File: src/hw/synth_pkg.sv
// Shared definitions for the synthesizer and audio glue
// Sample types and fixed widths
// Synthesizer mode bytes and info codes
// Info mode values and pixel strobe divider

package synth_pkg;

	// ========================================================================
	// Widths
	// ========================================================================

	localparam int SAMPLE_W    = 16;
	localparam int WIDE_W      = SAMPLE_W + 1;
	localparam int MIX_W       = 9;
	localparam int MIX_SHIFT   = 7;
	localparam int MODE_W      = 8;
	localparam int INFO_W      = 8;
	localparam int INFO_MODE_W = 2;
	localparam int UART_MODE_W = 8;
	localparam int RGB_W       = 24;

	// Left and right
	localparam int NUM_CHANNELS = 2;

	// Signed audio sample as delivered by the synthesizer
	typedef logic signed [SAMPLE_W-1:0] sample_t;

	// One guard bit above the sample for overflow detection
	typedef logic signed [WIDE_W-1:0] wide_sample_t;

	// ========================================================================
	// Synthesizer modes and info codes
	// ========================================================================

	localparam logic [MODE_W-1:0] MODE_SOUNDFONT = 8'hA2;
	localparam logic [MODE_W-1:0] MODE_MT32      = 8'hA1;

	// Soundfont n reports code 1 + n
	localparam logic [INFO_W-1:0] INFO_SF_BASE  = 8'd1;
	// ROM 0, 1 and 2 report 9, 10 and 11
	localparam logic [INFO_W-1:0] INFO_ROM_BASE = 8'd9;
	localparam int                NUM_ROMS      = 3;
	localparam logic [INFO_W-1:0] INFO_UNKNOWN  = 8'd12;

	// Info mode from the OSD menu where 0 means no info
	localparam logic [INFO_MODE_W-1:0] INFO_MODE_REQ  = 2'd1;
	localparam logic [INFO_MODE_W-1:0] INFO_MODE_ON   = 2'd2;
	localparam logic [INFO_MODE_W-1:0] INFO_MODE_AUTO = 2'd3;

	// Synthesizer LCD runs at a third of the pixel rate
	localparam int CE_DIV = 3;

endpackage

File: src/hw/synth_gate.sv
// Synthesizer feeder
// Use and mute decisions for the external MIDI synthesizer
// Serial routing between the core UART and the synthesizer
// First audio pipeline stage with per-channel mix level and samples

`timescale 1ns/1ps

module synth_gate
	import synth_pkg::*;
(
	input  logic                   clk_sys,
	input  logic                   reset,
	input  logic [UART_MODE_W-1:0] uart_mode,
	input  logic                   synth_enable,
	input  logic                   synth_available,
	input  logic [MIX_W-1:0]       audiomix,
	input  sample_t                synth_sample_l,
	input  sample_t                synth_sample_r,
	input  logic                   uart_tx_core,
	input  logic                   uart_rxd,
	input  logic                   midi_rx,
	output logic                   uart_rx_core,
	output logic                   uart_txd,
	output logic                   midi_tx,
	output logic [MIX_W-1:0]       mix_q [NUM_CHANNELS],
	output sample_t                sample_q [NUM_CHANNELS]
);

	logic    synth_use;
	logic    synth_mute;
	logic    route_midi;
	sample_t synth_sample [NUM_CHANNELS];

	// Present and enabled means in use, present but disabled means muted
	assign synth_use  = synth_available & synth_enable;
	assign synth_mute = synth_available & ~synth_enable;

	// No UART function selected, or the synth claims the serial lines
	assign route_midi = (uart_mode == '0) || synth_use;

	// ========================================================================
	// Serial routing
	// ========================================================================

	// Idle line level is high on whichever side is unused
	assign uart_txd     = route_midi ? 1'b1 : uart_tx_core;
	assign uart_rx_core = route_midi ? midi_rx : uart_rxd;
	assign midi_tx      = route_midi ? uart_tx_core : 1'b1;

	// ========================================================================
	// Audio input stage
	// ========================================================================

	// Index 0 is left, index 1 is right
	assign synth_sample[0] = synth_sample_l;
	assign synth_sample[1] = synth_sample_r;

	always_ff @(posedge clk_sys or posedge reset) begin
		if (reset) begin
			for (int ch = 0; ch < NUM_CHANNELS; ch++) begin
				mix_q[ch]    <= '0;
				sample_q[ch] <= '0;
			end
		end else begin
			for (int ch = 0; ch < NUM_CHANNELS; ch++) begin
				mix_q[ch] <= audiomix;
				// Muted synth contributes silence, the core mix still passes
				sample_q[ch] <= synth_mute ? sample_t'(0) : synth_sample[ch];
			end
		end
	end

endmodule

File: src/hw/audio_channel.sv
// One stereo side of the audio mixer
// Adds the shifted core mix level to the synthesizer sample
// Saturates the 17-bit sum back to a signed 16-bit output

`timescale 1ns/1ps

module audio_channel
	import synth_pkg::*;
(
	input  logic             clk_sys,
	input  logic             reset,
	input  logic [MIX_W-1:0] mix,
	input  sample_t          sample,
	output sample_t          audio
);

	localparam sample_t SAMPLE_MAX = {1'b0, {(SAMPLE_W-1){1'b1}}};
	localparam sample_t SAMPLE_MIN = {1'b1, {(SAMPLE_W-1){1'b0}}};

	wide_sample_t mix_ext;
	wide_sample_t sample_ext;
	wide_sample_t sum_q;
	logic         overflow;

	// Mix level is always positive, so a zero goes on top
	assign mix_ext    = wide_sample_t'({1'b0, mix, {MIX_SHIFT{1'b0}}});
	assign sample_ext = wide_sample_t'(sample);

	// ========================================================================
	// Sum stage
	// ========================================================================

	always_ff @(posedge clk_sys or posedge reset) begin
		if (reset) begin
			sum_q <= '0;
		end else begin
			sum_q <= mix_ext + sample_ext;
		end
	end

	// Guard bit and sign bit disagree when the sum left the 16-bit range
	assign overflow = sum_q[WIDE_W-1] ^ sum_q[WIDE_W-2];

	// ========================================================================
	// Clamp stage
	// ========================================================================

	always_ff @(posedge clk_sys or posedge reset) begin
		if (reset) begin
			audio <= '0;
		end else if (overflow) begin
			// Guard bit carries the true sign
			audio <= sum_q[WIDE_W-1] ? SAMPLE_MIN : SAMPLE_MAX;
		end else begin
			audio <= sum_q[SAMPLE_W-1:0];
		end
	end

endmodule

File: src/hw/synth_info.sv
// Synthesizer info for the OSD
// One-cycle info request on a synthesizer mode change
// Registered info code from mode, ROM and soundfont status

`timescale 1ns/1ps

module synth_info
	import synth_pkg::*;
(
	input  logic                   clk_sys,
	input  logic                   reset,
	input  logic [INFO_MODE_W-1:0] info_mode,
	input  logic [MODE_W-1:0]      synth_mode,
	input  logic [MODE_W-1:0]      synth_rom,
	input  logic [MODE_W-1:0]      synth_sf,
	input  logic                   synth_newmode,
	output logic                   info_req,
	output logic [INFO_W-1:0]      info
);

	logic              newmode_q;
	logic              newmode_toggle;
	logic [INFO_W-1:0] info_next;

	// ========================================================================
	// Mode change request
	// ========================================================================

	// Synth flips newmode once per mode change
	assign newmode_toggle = newmode_q ^ synth_newmode;

	always_ff @(posedge clk_sys or posedge reset) begin
		if (reset) begin
			newmode_q <= 1'b0;
			info_req  <= 1'b0;
		end else begin
			newmode_q <= synth_newmode;
			// Only the request mode pops the info line on the OSD
			info_req  <= newmode_toggle && (info_mode == INFO_MODE_REQ);
		end
	end

	// ========================================================================
	// Info code
	// ========================================================================

	always_comb begin
		info_next = INFO_UNKNOWN;
		if (synth_mode == MODE_SOUNDFONT) begin
			// Eight soundfont slots
			info_next = INFO_SF_BASE + INFO_W'(synth_sf[2:0]);
		end else if (synth_mode == MODE_MT32) begin
			if (synth_rom < MODE_W'(NUM_ROMS)) begin
				info_next = INFO_ROM_BASE + INFO_W'(synth_rom);
			end
		end
	end

	always_ff @(posedge clk_sys or posedge reset) begin
		if (reset) begin
			info <= '0;
		end else begin
			info <= info_next;
		end
	end

endmodule

File: src/hw/lcd_overlay.sv
// Synthesizer LCD overlay on the core video
// LCD on/off state with the auto-off hold timer
// Pixel overlay of the LCD bit on each colour byte
// Pixel strobe at a third of the core pixel rate

`timescale 1ns/1ps

module lcd_overlay
	import synth_pkg::*;
#(
	parameter int LCD_HOLD_CYCLES = 192_000_000
) (
	input  logic                   clk_sys,
	input  logic                   reset,
	input  logic [INFO_MODE_W-1:0] info_mode,
	input  logic                   lcd_en,
	input  logic                   lcd_update,
	input  logic                   lcd_pix,
	input  logic                   ce_pix,
	input  logic [RGB_W-1:0]       pixel_rgb,
	output logic [RGB_W-1:0]       video_rgb,
	output logic                   ce_synth
);

	localparam int HOLD_W = $clog2(LCD_HOLD_CYCLES + 1);
	localparam int DIV_W  = $clog2(CE_DIV);

	logic              lcd_on;
	logic              update_q;
	logic [HOLD_W-1:0] hold_cnt;
	logic              overlay;
	logic [DIV_W-1:0]  div_cnt;

	// ========================================================================
	// LCD on/off state
	// ========================================================================

	always_ff @(posedge clk_sys or posedge reset) begin
		if (reset) begin
			lcd_on   <= 1'b0;
			update_q <= 1'b0;
			hold_cnt <= '0;
		end else begin
			update_q <= lcd_update;
			if (hold_cnt != '0)
				hold_cnt <= hold_cnt - HOLD_W'(1);

			if (info_mode == INFO_MODE_ON) begin
				lcd_on <= 1'b1;
			end else if (info_mode != INFO_MODE_AUTO) begin
				lcd_on <= 1'b0;
			end else begin
				if (hold_cnt == '0)
					lcd_on <= 1'b0;
				// A fresh LCD update wins over the timeout
				if (update_q ^ lcd_update) begin
					lcd_on   <= 1'b1;
					hold_cnt <= HOLD_W'(LCD_HOLD_CYCLES);
				end
			end
		end
	end

	// ========================================================================
	// Pixel overlay
	// ========================================================================

	assign overlay = lcd_on & lcd_en;

	// LCD bit fills the two top bits, the core colour is dimmed below it
	always_comb begin
		for (int i = 0; i < RGB_W / 8; i++) begin
			if (overlay)
				video_rgb[8*i +: 8] = {{2{lcd_pix}}, pixel_rgb[8*i+2 +: 6]};
			else
				video_rgb[8*i +: 8] = pixel_rgb[8*i +: 8];
		end
	end

	// ========================================================================
	// Synth pixel strobe
	// ========================================================================

	always_ff @(posedge clk_sys or posedge reset) begin
		if (reset) begin
			div_cnt  <= '0;
			ce_synth <= 1'b0;
		end else begin
			div_cnt  <= (div_cnt == DIV_W'(CE_DIV - 1)) ? '0 : div_cnt + DIV_W'(1);
			ce_synth <= (div_cnt == '0) && ce_pix;
		end
	end

endmodule

File: src/hw/synth_glue_top.sv
// Top level of the synthesizer and audio glue
// Feeder with serial routing, one mixer channel per stereo side
// Info code block and LCD overlay

`timescale 1ns/1ps

module synth_glue_top
	import synth_pkg::*;
#(
	parameter int LCD_HOLD_CYCLES = 192_000_000
) (
	input  logic                   clk_sys,
	input  logic                   reset,

	// Serial lines and synthesizer control
	input  logic [UART_MODE_W-1:0] uart_mode,
	input  logic                   synth_enable,
	input  logic                   synth_available,
	input  logic                   uart_tx_core,
	input  logic                   uart_rxd,
	input  logic                   midi_rx,
	output logic                   uart_rx_core,
	output logic                   uart_txd,
	output logic                   midi_tx,

	// Audio
	input  logic [MIX_W-1:0]       audiomix,
	input  sample_t                synth_sample_l,
	input  sample_t                synth_sample_r,
	output sample_t                audio_l,
	output sample_t                audio_r,

	// Synthesizer status and OSD info
	input  logic [INFO_MODE_W-1:0] info_mode,
	input  logic [MODE_W-1:0]      synth_mode,
	input  logic [MODE_W-1:0]      synth_rom,
	input  logic [MODE_W-1:0]      synth_sf,
	input  logic                   synth_newmode,
	output logic                   info_req,
	output logic [INFO_W-1:0]      info,

	// LCD and video
	input  logic                   lcd_en,
	input  logic                   lcd_update,
	input  logic                   lcd_pix,
	input  logic                   ce_pix,
	input  logic [RGB_W-1:0]       pixel_rgb,
	output logic [RGB_W-1:0]       video_rgb,
	output logic                   ce_synth
);

	logic [MIX_W-1:0] mix_q [NUM_CHANNELS];
	sample_t          sample_q [NUM_CHANNELS];
	sample_t          audio_out [NUM_CHANNELS];

	// ========================================================================
	// Feeder and mixer channels
	// ========================================================================

	synth_gate u_synth_gate (
		.clk_sys         (clk_sys),
		.reset           (reset),
		.uart_mode       (uart_mode),
		.synth_enable    (synth_enable),
		.synth_available (synth_available),
		.audiomix        (audiomix),
		.synth_sample_l  (synth_sample_l),
		.synth_sample_r  (synth_sample_r),
		.uart_tx_core    (uart_tx_core),
		.uart_rxd        (uart_rxd),
		.midi_rx         (midi_rx),
		.uart_rx_core    (uart_rx_core),
		.uart_txd        (uart_txd),
		.midi_tx         (midi_tx),
		.mix_q           (mix_q),
		.sample_q        (sample_q)
	);

	for (genvar ch = 0; ch < NUM_CHANNELS; ch++) begin : g_channel
		audio_channel u_audio_channel (
			.clk_sys (clk_sys),
			.reset   (reset),
			.mix     (mix_q[ch]),
			.sample  (sample_q[ch]),
			.audio   (audio_out[ch])
		);
	end

	assign audio_l = audio_out[0];
	assign audio_r = audio_out[1];

	// ========================================================================
	// Info and LCD overlay
	// ========================================================================

	synth_info u_synth_info (
		.clk_sys       (clk_sys),
		.reset         (reset),
		.info_mode     (info_mode),
		.synth_mode    (synth_mode),
		.synth_rom     (synth_rom),
		.synth_sf      (synth_sf),
		.synth_newmode (synth_newmode),
		.info_req      (info_req),
		.info          (info)
	);

	lcd_overlay #(
		.LCD_HOLD_CYCLES (LCD_HOLD_CYCLES)
	) u_lcd_overlay (
		.clk_sys    (clk_sys),
		.reset      (reset),
		.info_mode  (info_mode),
		.lcd_en     (lcd_en),
		.lcd_update (lcd_update),
		.lcd_pix    (lcd_pix),
		.ce_pix     (ce_pix),
		.pixel_rgb  (pixel_rgb),
		.video_rgb  (video_rgb),
		.ce_synth   (ce_synth)
	);

endmodule

File: config.mk
export PLATFORM = sky130hd
export DESIGN_NAME = synth_glue_top
export DESIGN_NICKNAME = d
export VERILOG_FILES = /design/src/hw/synth_pkg.sv /design/src/hw/synth_gate.sv /design/src/hw/audio_channel.sv /design/src/hw/synth_info.sv /design/src/hw/lcd_overlay.sv /design/src/hw/synth_glue_top.sv
export SDC_FILE = /design/constraint.sdc
export NUM_CORES = 1
export LEC_CHECK = 0
export BUFFER_PORTS_ARGS = -buffer_cell sky130_fd_sc_hd__buf_2
export CAP_MARGIN = 20
export CORE_ASPECT_RATIO = 0.6
export CORE_MARGIN = 2
export CORE_UTILIZATION = 50
export CTS_CLUSTER_SIZE = 16
export DETAILED_ROUTE_END_ITERATION = 16
export PLACE_DENSITY = 0.79
export SETUP_SLACK_MARGIN = 0.1
export SYNTH_ARGS = -nofsm -noshare
export SYNTH_HDL_FRONTEND = slang
export SYNTH_HIERARCHICAL = 1
export SYNTH_SLANG_ARGS = --single-unit
File: constraint.sdc
create_clock -name clk_sys -period 2.7 [get_ports clk_sys]
set_input_delay 0 -clock clk_sys [delete_from_list [all_inputs] [get_ports clk_sys]]
set_output_delay 0 -clock clk_sys [all_outputs]
set_load 0.02 [all_outputs]
==> metrics.md, run 1 <==
| Metric | Value |
|---|---|
| Post-CTS Resized | `0` |
| Net switching power of the design | `0.00238 W` |
| Chip height | `94.1 um` |
| Leakage power | `4.33 nW` |
| Count of endpoints failing setup in the final report | `0` |
| Count of H-tree levels built during CTS | `4` |
| CTS tree | `yes` |
| Total of buffers placed on input and output ports | `174` |
| Synth Cell Area | `6760 sq um` |
| Critical Path, Cell by Cell | `dlygate4sd3_1 > buf_2 > nor3_1 > dlygate4sd3_1 > nand4_1 > dlygate4sd3_1 > a21oi_1 > dlygate4sd3_1` |
| Overall global routing resource usage | `23.2%` |
| Sw Share | `32.4%` |
| Maximum fanout encountered on the critical timing path | `2` |
| Final Cycle Share | `about 91%` |
| Crit start category | `input pin` |
| Synth Area in Compound Gates | `11.4%` |
| First-pass GRT wire length | `26,300 um` |
| Via-per-instance ratio | `5.26` |
| Number of synthesized register bits | `150` |
| Diodes inserted | `0` |
| Number of routed nets with antenna violations | `0` |
| Share of the yosys chip area belonging to registers | `55.5%` |
| Vias after detailed routing | `roughly 5,100` |
| Top-level I/O count | `180` |
| Detailed-routing iteration count for the pre-antenna-repair pass | `4` |
| Worst Path Required | `3.05 ns` |
| Main combinational cell family by area after synthesis | `simple AND/OR/NAND/NOR gates` |
| Final Skew | `0.0122 ns` |
| Clock tree sinks | `150` |
| Congestion Overflow GR | `0` |
| Final routed wire length divided by cell count | `16.5 um` |
| Internal cell power | `0.00497 W` |
| Slowest cell delay on critical path | `0.60 ns` |
| Clock root buffer | `sky130_fd_sc_hd__clkbuf_16` |
| Instance count after placement with tap cells included | `886` |
| Initial standard-cell utilization of the core | `roughly half` |
| Final hold violation count | `0` |
| Sequential share of power | `40.0%` |
| Final-report max-slew violation count | `0` |
| First DRT Iteration DRCs | `313` |
| Min-delay worst type | `in -> async` |
| Synth unique cells | `63` |
| Time the final worst path needs with I/O delays and setup | `about 2.4 ns` |
| CTS clk-pin slew, worst paths | `0.07 ns` |
| Mean instance size in the synthesized netlist | `between 10 and 15 sq um` |
| Total number of placement rows | `32` |
| DP HPWL | `11,000 um` |
| Final-layout fill cell count | `943` |
| Yosys synthesis warning count | `6` |
| Number of nets at the end of the flow | `936` |
| Primary FF master, synth | `sky130_fd_sc_hd__dfrtp_1` |
| Number of buffers added by the clock tree synthesis step | `17` |
| FF+latch area | `3750 sq um` |
| Proportion of power drawn by the clock network | `34.1%` |
| Number of antenna violations at the first check in global routing | `0` |
| Most frequent cell on the critical path | `sky130_fd_sc_hd__dlygate4sd3_1` |
| Finished Core Util | `between 60% and 70%` |
| Count of unresolved DRC violations after routing | `0` |
| Post-Layout Inst Area | `8980 sq um` |
| Status | `completed` |
| Width of the die | `154 um` |
| Max Fclk | `between 0.4 and 0.5 GHz` |
| Setup repair after global routing missed its margin | `no` |
| Layout overhead on the synthesized area | `32.9%` |
| Signal arrival time at the worst endpoint | `between 2 and 3 ns` |
| Largest net degree at the start of global routing | `34` |
| Combinational share of power | `about a quarter` |
| Clock latency on the worst-skew pair | `0.41 ns` |
| Cell area power density | `approximately 820 nW/um^2` |
| Fraction of the mapped netlist area in simple logic gates | `15.9%` |
| Multi-input gate area in the final layout | `2760 sq um` |
| Proportion of synthesized flip-flops having asynchronous set or reset | `100%` |
| Fraction of synthesized area in multiplexers | `5.24%` |
| Gate Count Post-Synth | `565` |
| Final sum of negative setup slack | `0 ns` |
| Arithmetic-cell share of the synthesized area counting full adders, half adders and majority gates | `5.59%` |
| Pin slew with the least headroom to its limit | `1.07 ns` |
| Total design power | `0.00735 W` |
| Count of flip-flops with a built-in enable after synthesis | `0` |
| Number of maximum-capacitance constraint violations | `0` |
| IR Drop Worst-Case VDD | `0.000510 V` |
| Area of the core | `13,000 sq um` |
| Largest buffer count on any clock path | `2` |
| WS Path Type | `in -> reg` |
| Cell with the largest stage delay on the worst path | `sky130_fd_sc_hd__dlygate4sd3_1` |
| Placed cell areas | `~7700 sq um` |
| Placer Congestion | `slightly below 0.9` |
| Non-filler cells in the finished layout | `around 980` |
| Die area | `14,500 sq um` |
| Share of cells above drive strength 1 | `31.0%` |
| Xor and xnor fraction of the mapped netlist area | `2.46%` |
| WL final | `16,100 um` |
| CP Capture Type | `flop` |
| Max_slew headroom | `between 20% and 30%` |
| Vias in the first global route | `between 5,000 and 6,000` |
metrics by stage:
step / setup slack [ns] / hold slack, ns
after global routing: 0.210 / 0.0898
after global placement: 0.576 / -0.0481
after detailed placement: 0.430 / -0.0498
final: 0.253 / 0.0973
after floorplan: 0.821 / -0.160
after CTS: 0.330 / 0.0490
routing by layer:
metal  vias to the layer above  routed length [um]  track usage [%]
met5                         -                   0                0
met4                         0                 210             6.78
met1                      2506                7100             29.0
met3                        18                 908             5.58
li1                       2434                   -                -
met2                       188                7900             40.7
final cells by class:
type	count	share of cell area, %
clock buffers	17	4.73
clock inverters	15	2.30
inverters	21	0.877
multi-input cells	364	30.7
flip-flops and latches	150	41.8
well taps	170	2.37
repair buffers	242	17.2
flip-flops by register name, indices dropped and copies added (netlist names), 2 cells and up:
name                             flops
g_channel.u_audio_channel/audio     32
g_channel.u_audio_channel/sum_q     34
u_synth_gate/mix_q                   9
u_lcd_overlay/hold_cnt              28
u_lcd_overlay/div_cnt                2
u_synth_gate/sample_q               32
u_synth_info/info                    8
final timing paths:
| check | from | endpoint | slack (ns) | depth (start not counted) |
|---|---|---|---|---|
| worst max-delay path | synth_rom[2] | u_synth_info/info[1] | 0.25 | 8 |
| worst min-delay path | reset | u_lcd_overlay/update_q | 0.1 | 3 |
| worst max register to register | u_lcd_overlay/hold_cnt[0] | u_lcd_overlay/hold_cnt[10] | 0.39 | 6 |
| worst min register to register | u_synth_gate/sample_q[5] | g_channel[1].u_audio_channel/sum_q[5] | 0.35 | 0 |
| max in group asynchronous | reset | u_synth_gate/mix_q[1] | 1.83 | 5 |
| min in group clk_sys | audiomix[4] | u_synth_gate/mix_q[4] | 0.22 | 2 |
Yosys cell counts, types with 3 or more instances:
library cell	count	share of area, %
sky130_fd_sc_hd__mux2_2	18	3.0
sky130_fd_sc_hd__or4_1	4	0.44
sky130_fd_sc_hd__buf_4	10	1.1
sky130_fd_sc_hd__ha_1	27	5.0
sky130_fd_sc_hd__or2_2	4	0.37
sky130_fd_sc_hd__nand2b_1	15	1.4
sky130_fd_sc_hd__a21o_1	42	4.7
sky130_fd_sc_hd__a2111o_1	3	0.50
sky130_fd_sc_hd__nor4_4	3	0.94
sky130_fd_sc_hd__dfrtp_1	150	56
sky130_fd_sc_hd__o211ai_1	4	0.44
sky130_fd_sc_hd__buf_2	10	0.74
sky130_fd_sc_hd__clkbuf_1	11	0.61
sky130_fd_sc_hd__xnor2_1	17	2.2
sky130_fd_sc_hd__inv_1	21	1.2
sky130_fd_sc_hd__a21boi_0	3	0.33
sky130_fd_sc_hd__a31oi_1	4	0.37
sky130_fd_sc_hd__nor2_1	22	1.2
sky130_fd_sc_hd__nor4_2	3	0.56
sky130_fd_sc_hd__nor3_1	3	0.22
sky130_fd_sc_hd__nand2_1	28	1.6
sky130_fd_sc_hd__mux2i_1	14	2.1
sky130_fd_sc_hd__and2_1	39	3.6
sky130_fd_sc_hd__or3_1	3	0.28
sky130_fd_sc_hd__nor4_1	8	0.74
sky130_fd_sc_hd__nand3_1	17	1.3
sky130_fd_sc_hd__a211oi_1	6	0.67
sky130_fd_sc_hd__and3_1	3	0.28
sky130_fd_sc_hd__o21ai_0	6	0.44
sky130_fd_sc_hd__o31ai_1	6	0.67
sky130_fd_sc_hd__nor2b_1	3	0.28
sky130_fd_sc_hd__a21oi_1	17	1.3
cells by family after synthesis:
kind of cell    count (synthesis)
compound gates                104
simple gates                  175
flops                         150
buf+inv                        54
mux                            33
other cells                     1
xor+xnor                       19
fa+ha+maj                      29
power by group through the flow:
stage / Sequential (W) / Combinational, W / Clock (W)
global route: 0.00299 / 0.00208 / 0.00266
floorplan: 0.00321 / 0.000967 / 0
global placement: 0.00295 / 0.00176 / 0
finish: 0.00294 / 0.00191 / 0.00250
detailed placement: 0.00297 / 0.00183 / 0
CTS: 0.00294 / 0.00190 / 0.00255
critical path: cells and delay by family:
| kind | cells | cell delay [ns] |
|---|---|---|
| buffers and inverters | 5 | 2.40 |
| AO/OA/AOI/OAI | 1 | 0.18 |
| AND/OR/NAND/NOR | 2 | 0.22 |
cells in the final DEF, fill, tap and decap left out, drive strengths merged, types with 4 or more instances in the layout:
cell type and count:
or2 5, o21ai 6, ha 27, clkbuf 17, a21o 42, nor2 22, o31ai 6, nor4 14
dlygate4sd3 59, a211oi 6, dfrtp 150, a31oi 4, a21oi 17, inv 29, mux2i 14, conb 4
nand2b 15, and2 40, nand3 17, nand2 28, xnor2 17, mux2 19, buf 183, o211ai 4
or4 4
repair_timing:
action                     4_1_cts  5_1_grt
setup endpoints to repair        0        0
hold endpoints to repair       184        0
setup buffers                    0        0
hold buffers                    59        0
(Power assumes the default switching activity.)
==> run 2: changes to the inputs <==
RECOVER_POWER = 50   (was unset)
==> metrics.md, run 2 (same netlist as run 1, synthesis figures left out) <==
| Metric | Value |
|---|---|
| Crit start category | `input pin` |
| Worst setup slack after layout | `0.249 ns` |
| Most frequent cell on the critical path | `sky130_fd_sc_hd__dlygate4sd3_1` |
| Initial standard-cell utilization of the core | `52.0%` |
| CP startpoint | `synth_rom[2]` |
| Chip height | `94.1 um` |
| Via-per-instance ratio | `5.27` |
| Largest buffer count on any clock path | `2` |
| Worst Path Required | `3.05 ns` |
| Max FFs per register | `34` |
| Post-CTS Resized | `0` |
| Largest net degree at the start of global routing | `34` |
| Multi-input gate area in the final layout | `2760 sq um` |
| Largest registers ranked by flip-flop count | `g_channel.u_audio_channel/sum_q (34), g_channel.u_audio_channel/audio (32), u_synth_gate/sample_q (32)` |
| Worst R2R End | `u_lcd_overlay/hold_cnt[10]` |
| Minimum setup slack among reg-to-reg paths | `0.39 ns` |
| Count of endpoints failing setup in the final report | `0` |
| Cell area power density | `822 nW/um^2` |
| WL final | `16,200 um` |
| Share of cells above drive strength 1 | `30.0%` |
| Total number of placement rows | `32` |
| Number of routed nets with antenna violations | `0` |
| Signal arrival time at the worst endpoint | `2.80 ns` |
| DP HPWL | `11,000 um` |
| CTS tree | `yes` |
| Pin slew with the least headroom to its limit | `1.79 ns` |
| Total length of routed met2 wires | `slightly below 8000 um` |
| WS Path Type | `in -> reg` |
| IR Drop Worst-Case VDD | `0.000510 V` |
| Leading cell type in the layout, fill and taps excluded | `sky130_fd_sc_hd__buf_2` |
| Uppermost signal routing layer after detailed routing | `met4` |
| Final sum of negative setup slack | `0 ns` |
| First DRT Iteration DRCs | `299` |
| Top-level I/O count | `180` |
| Post-placement worst setup slack | `0.430 ns` |
| Max_slew headroom | `-19.5%` |
| Final routed wire length divided by cell count | `~17 um` |
| FF+latch area | `approximately 3800 sq um` |
| Total of buffers placed on input and output ports | `174` |
| Status | `complete, but fails checks` |
| Count of H-tree levels built during CTS | `4` |
| Setup repair after global routing missed its margin | `no` |
| Post-route met1 wirelength | `7030 um` |
| Number of nets at the end of the flow | `936` |
| Final hold violation count | `0` |
| Met3 routed WL | `985 um` |
| Max Fclk | `0.408 GHz` |
| Kind of cell adding the most delay to the critical path | `buffers and inverters` |
| Violations in the final reports | `max-capacitance violations, max-slew violations` |
| Layout overhead on the synthesized area | `32.3%` |
| Clock tree sinks | `150` |
| Placer Congestion | `0.882` |
| Critical Path, Cell by Cell | `dlygate4sd3_1 > buf_2 > nor3_1 > dlygate4sd3_1 > nand4_1 > dlygate4sd3_1 > a21oi_1 > dlygate4sd3_1` |
| CTS clk-pin slew, worst paths | `0.07 ns` |
| Width of the die | `154 um` |
| Clock latency on the worst-skew pair | `0.42 ns` |
| Area of the core | `roughly 13,000 sq um` |
| First-pass GRT wire length | `26,300 um` |
| Reg-to-reg critical path startpoint | `u_lcd_overlay/hold_cnt[0]` |
| Leakage power | `about 4.3 nW` |
| Diodes inserted | `0` |
| Detailed-routing iteration count for the pre-antenna-repair pass | `6` |
| Die area | `14,500 sq um` |
| Number of buffers added by the clock tree synthesis step | `17` |
| Vias in the first global route | `5,408` |
| Register name with the most flops | `g_channel.u_audio_channel/sum_q` |
| Min-delay worst type | `in -> async` |
| Number of antenna violations at the first check in global routing | `0` |
| Final Cycle Share | `90.8%` |
| CP Capture Type | `flop` |
| Cell with the largest stage delay on the worst path | `sky130_fd_sc_hd__dlygate4sd3_1` |
| Final Skew | `0.0148 ns` |
| Total design power | `0.00735 W` |
| Time the final worst path needs with I/O delays and setup | `2.45 ns` |
| Cell depth of the worst flop-to-flop path | `6` |
| WP buf/inv | `5` |
| Maximum fanout encountered on the critical timing path | `2` |
| Overall global routing resource usage | `a little under a quarter` |
| Clock root buffer | `sky130_fd_sc_hd__clkbuf_16` |
| Number of maximum-capacitance constraint violations | `3` |
| Commonest cells after routing, fill and taps aside | `170 x sky130_fd_sc_hd__buf_2, 150 x sky130_fd_sc_hd__dfrtp_1, 59 x sky130_fd_sc_hd__dlygate4sd3_1` |
| Slowest cell delay on critical path | `approximately 0.60 ns` |
| Congestion Overflow GR | `0` |
| Final-report max-slew violation count | `100` |
| Final-layout fill cell count | `954` |
| Vias after detailed routing | `5,164` |
| Count of unresolved DRC violations after routing | `0` |
-- run 2: cell count changes in the layout (fill, tap and decap cells not counted) --
cell / before / now
sky130_fd_sc_hd__and2_0: 1 / 14
sky130_fd_sc_hd__and2_1: 39 / 26
sky130_fd_sc_hd__buf_2: 174 / 170
sky130_fd_sc_hd__buf_4: 8 / 5
sky130_fd_sc_hd__buf_16: 1 / 0
sky130_fd_sc_hd__clkbuf_1: 0 / 8
-- run 2: repair_timing --
item	4_1_cts	5_1_grt
hold endpoints to repair	184	0
setup buffers	0	0
hold buffers	59	0
-- run 2: report_power, final --
part,total (W),switching [W],leakage [nW],internal [W]
sequential,0.00294,0.000266,1.79,0.00267
combinational,0.00190,0.00111,2.19,0.000788
clock,0.00251,0.00101,0.307,0.00150
-- run 2: stage by stage --
step	instance area, sq um	utilization [%]	std cells	hold slack (ns)
finish	8940	68.7	979	0.172
global placement	7730	59.4	886	-0.0481
detailed placement	7730	59.4	886	-0.0498
floorplan	6770	-	568	-0.160
global route	8940	68.7	979	0.182
CTS	8950	68.8	977	0.0490
-- run 2: tightest hold or removal path: cells and delay by family --
| family | cells | cell delay [ns] |
|---|---|---|
| buf+inv | 3 | 0.93 |
-- run 2: worst max-delay path by stage --
stage	end	slack [ns]	depth (start not counted)
after global routing	u_synth_info/info[1]	0.21	8
after CTS	u_synth_info/info[1]	0.33	8
after global placement	u_lcd_overlay/hold_cnt[10]	0.58	6
after floorplan	u_lcd_overlay/hold_cnt[10]	0.82	7
final	u_synth_info/info[1]	0.25	8
after detailed placement	u_lcd_overlay/hold_cnt[10]	0.43	6
-- run 2: layer usage --
metal	GRT usage, %	vias to the layer above
met5	0	-
met4	6.78	0
met3	5.58	22
met2	40.7	214
met1	29.0	2497
li1	-	2431
-- run 2: layout make-up --
type,instances,area share [%]
Timing Repair Buffer,242,16.9
Clock inverter,15,2.31
Multi-Input combinational cell,364,30.8
Inverter,21,0.881
Clock buffer,17,4.76
Tap cell,170,2.38
Sequential cell,150,42.0
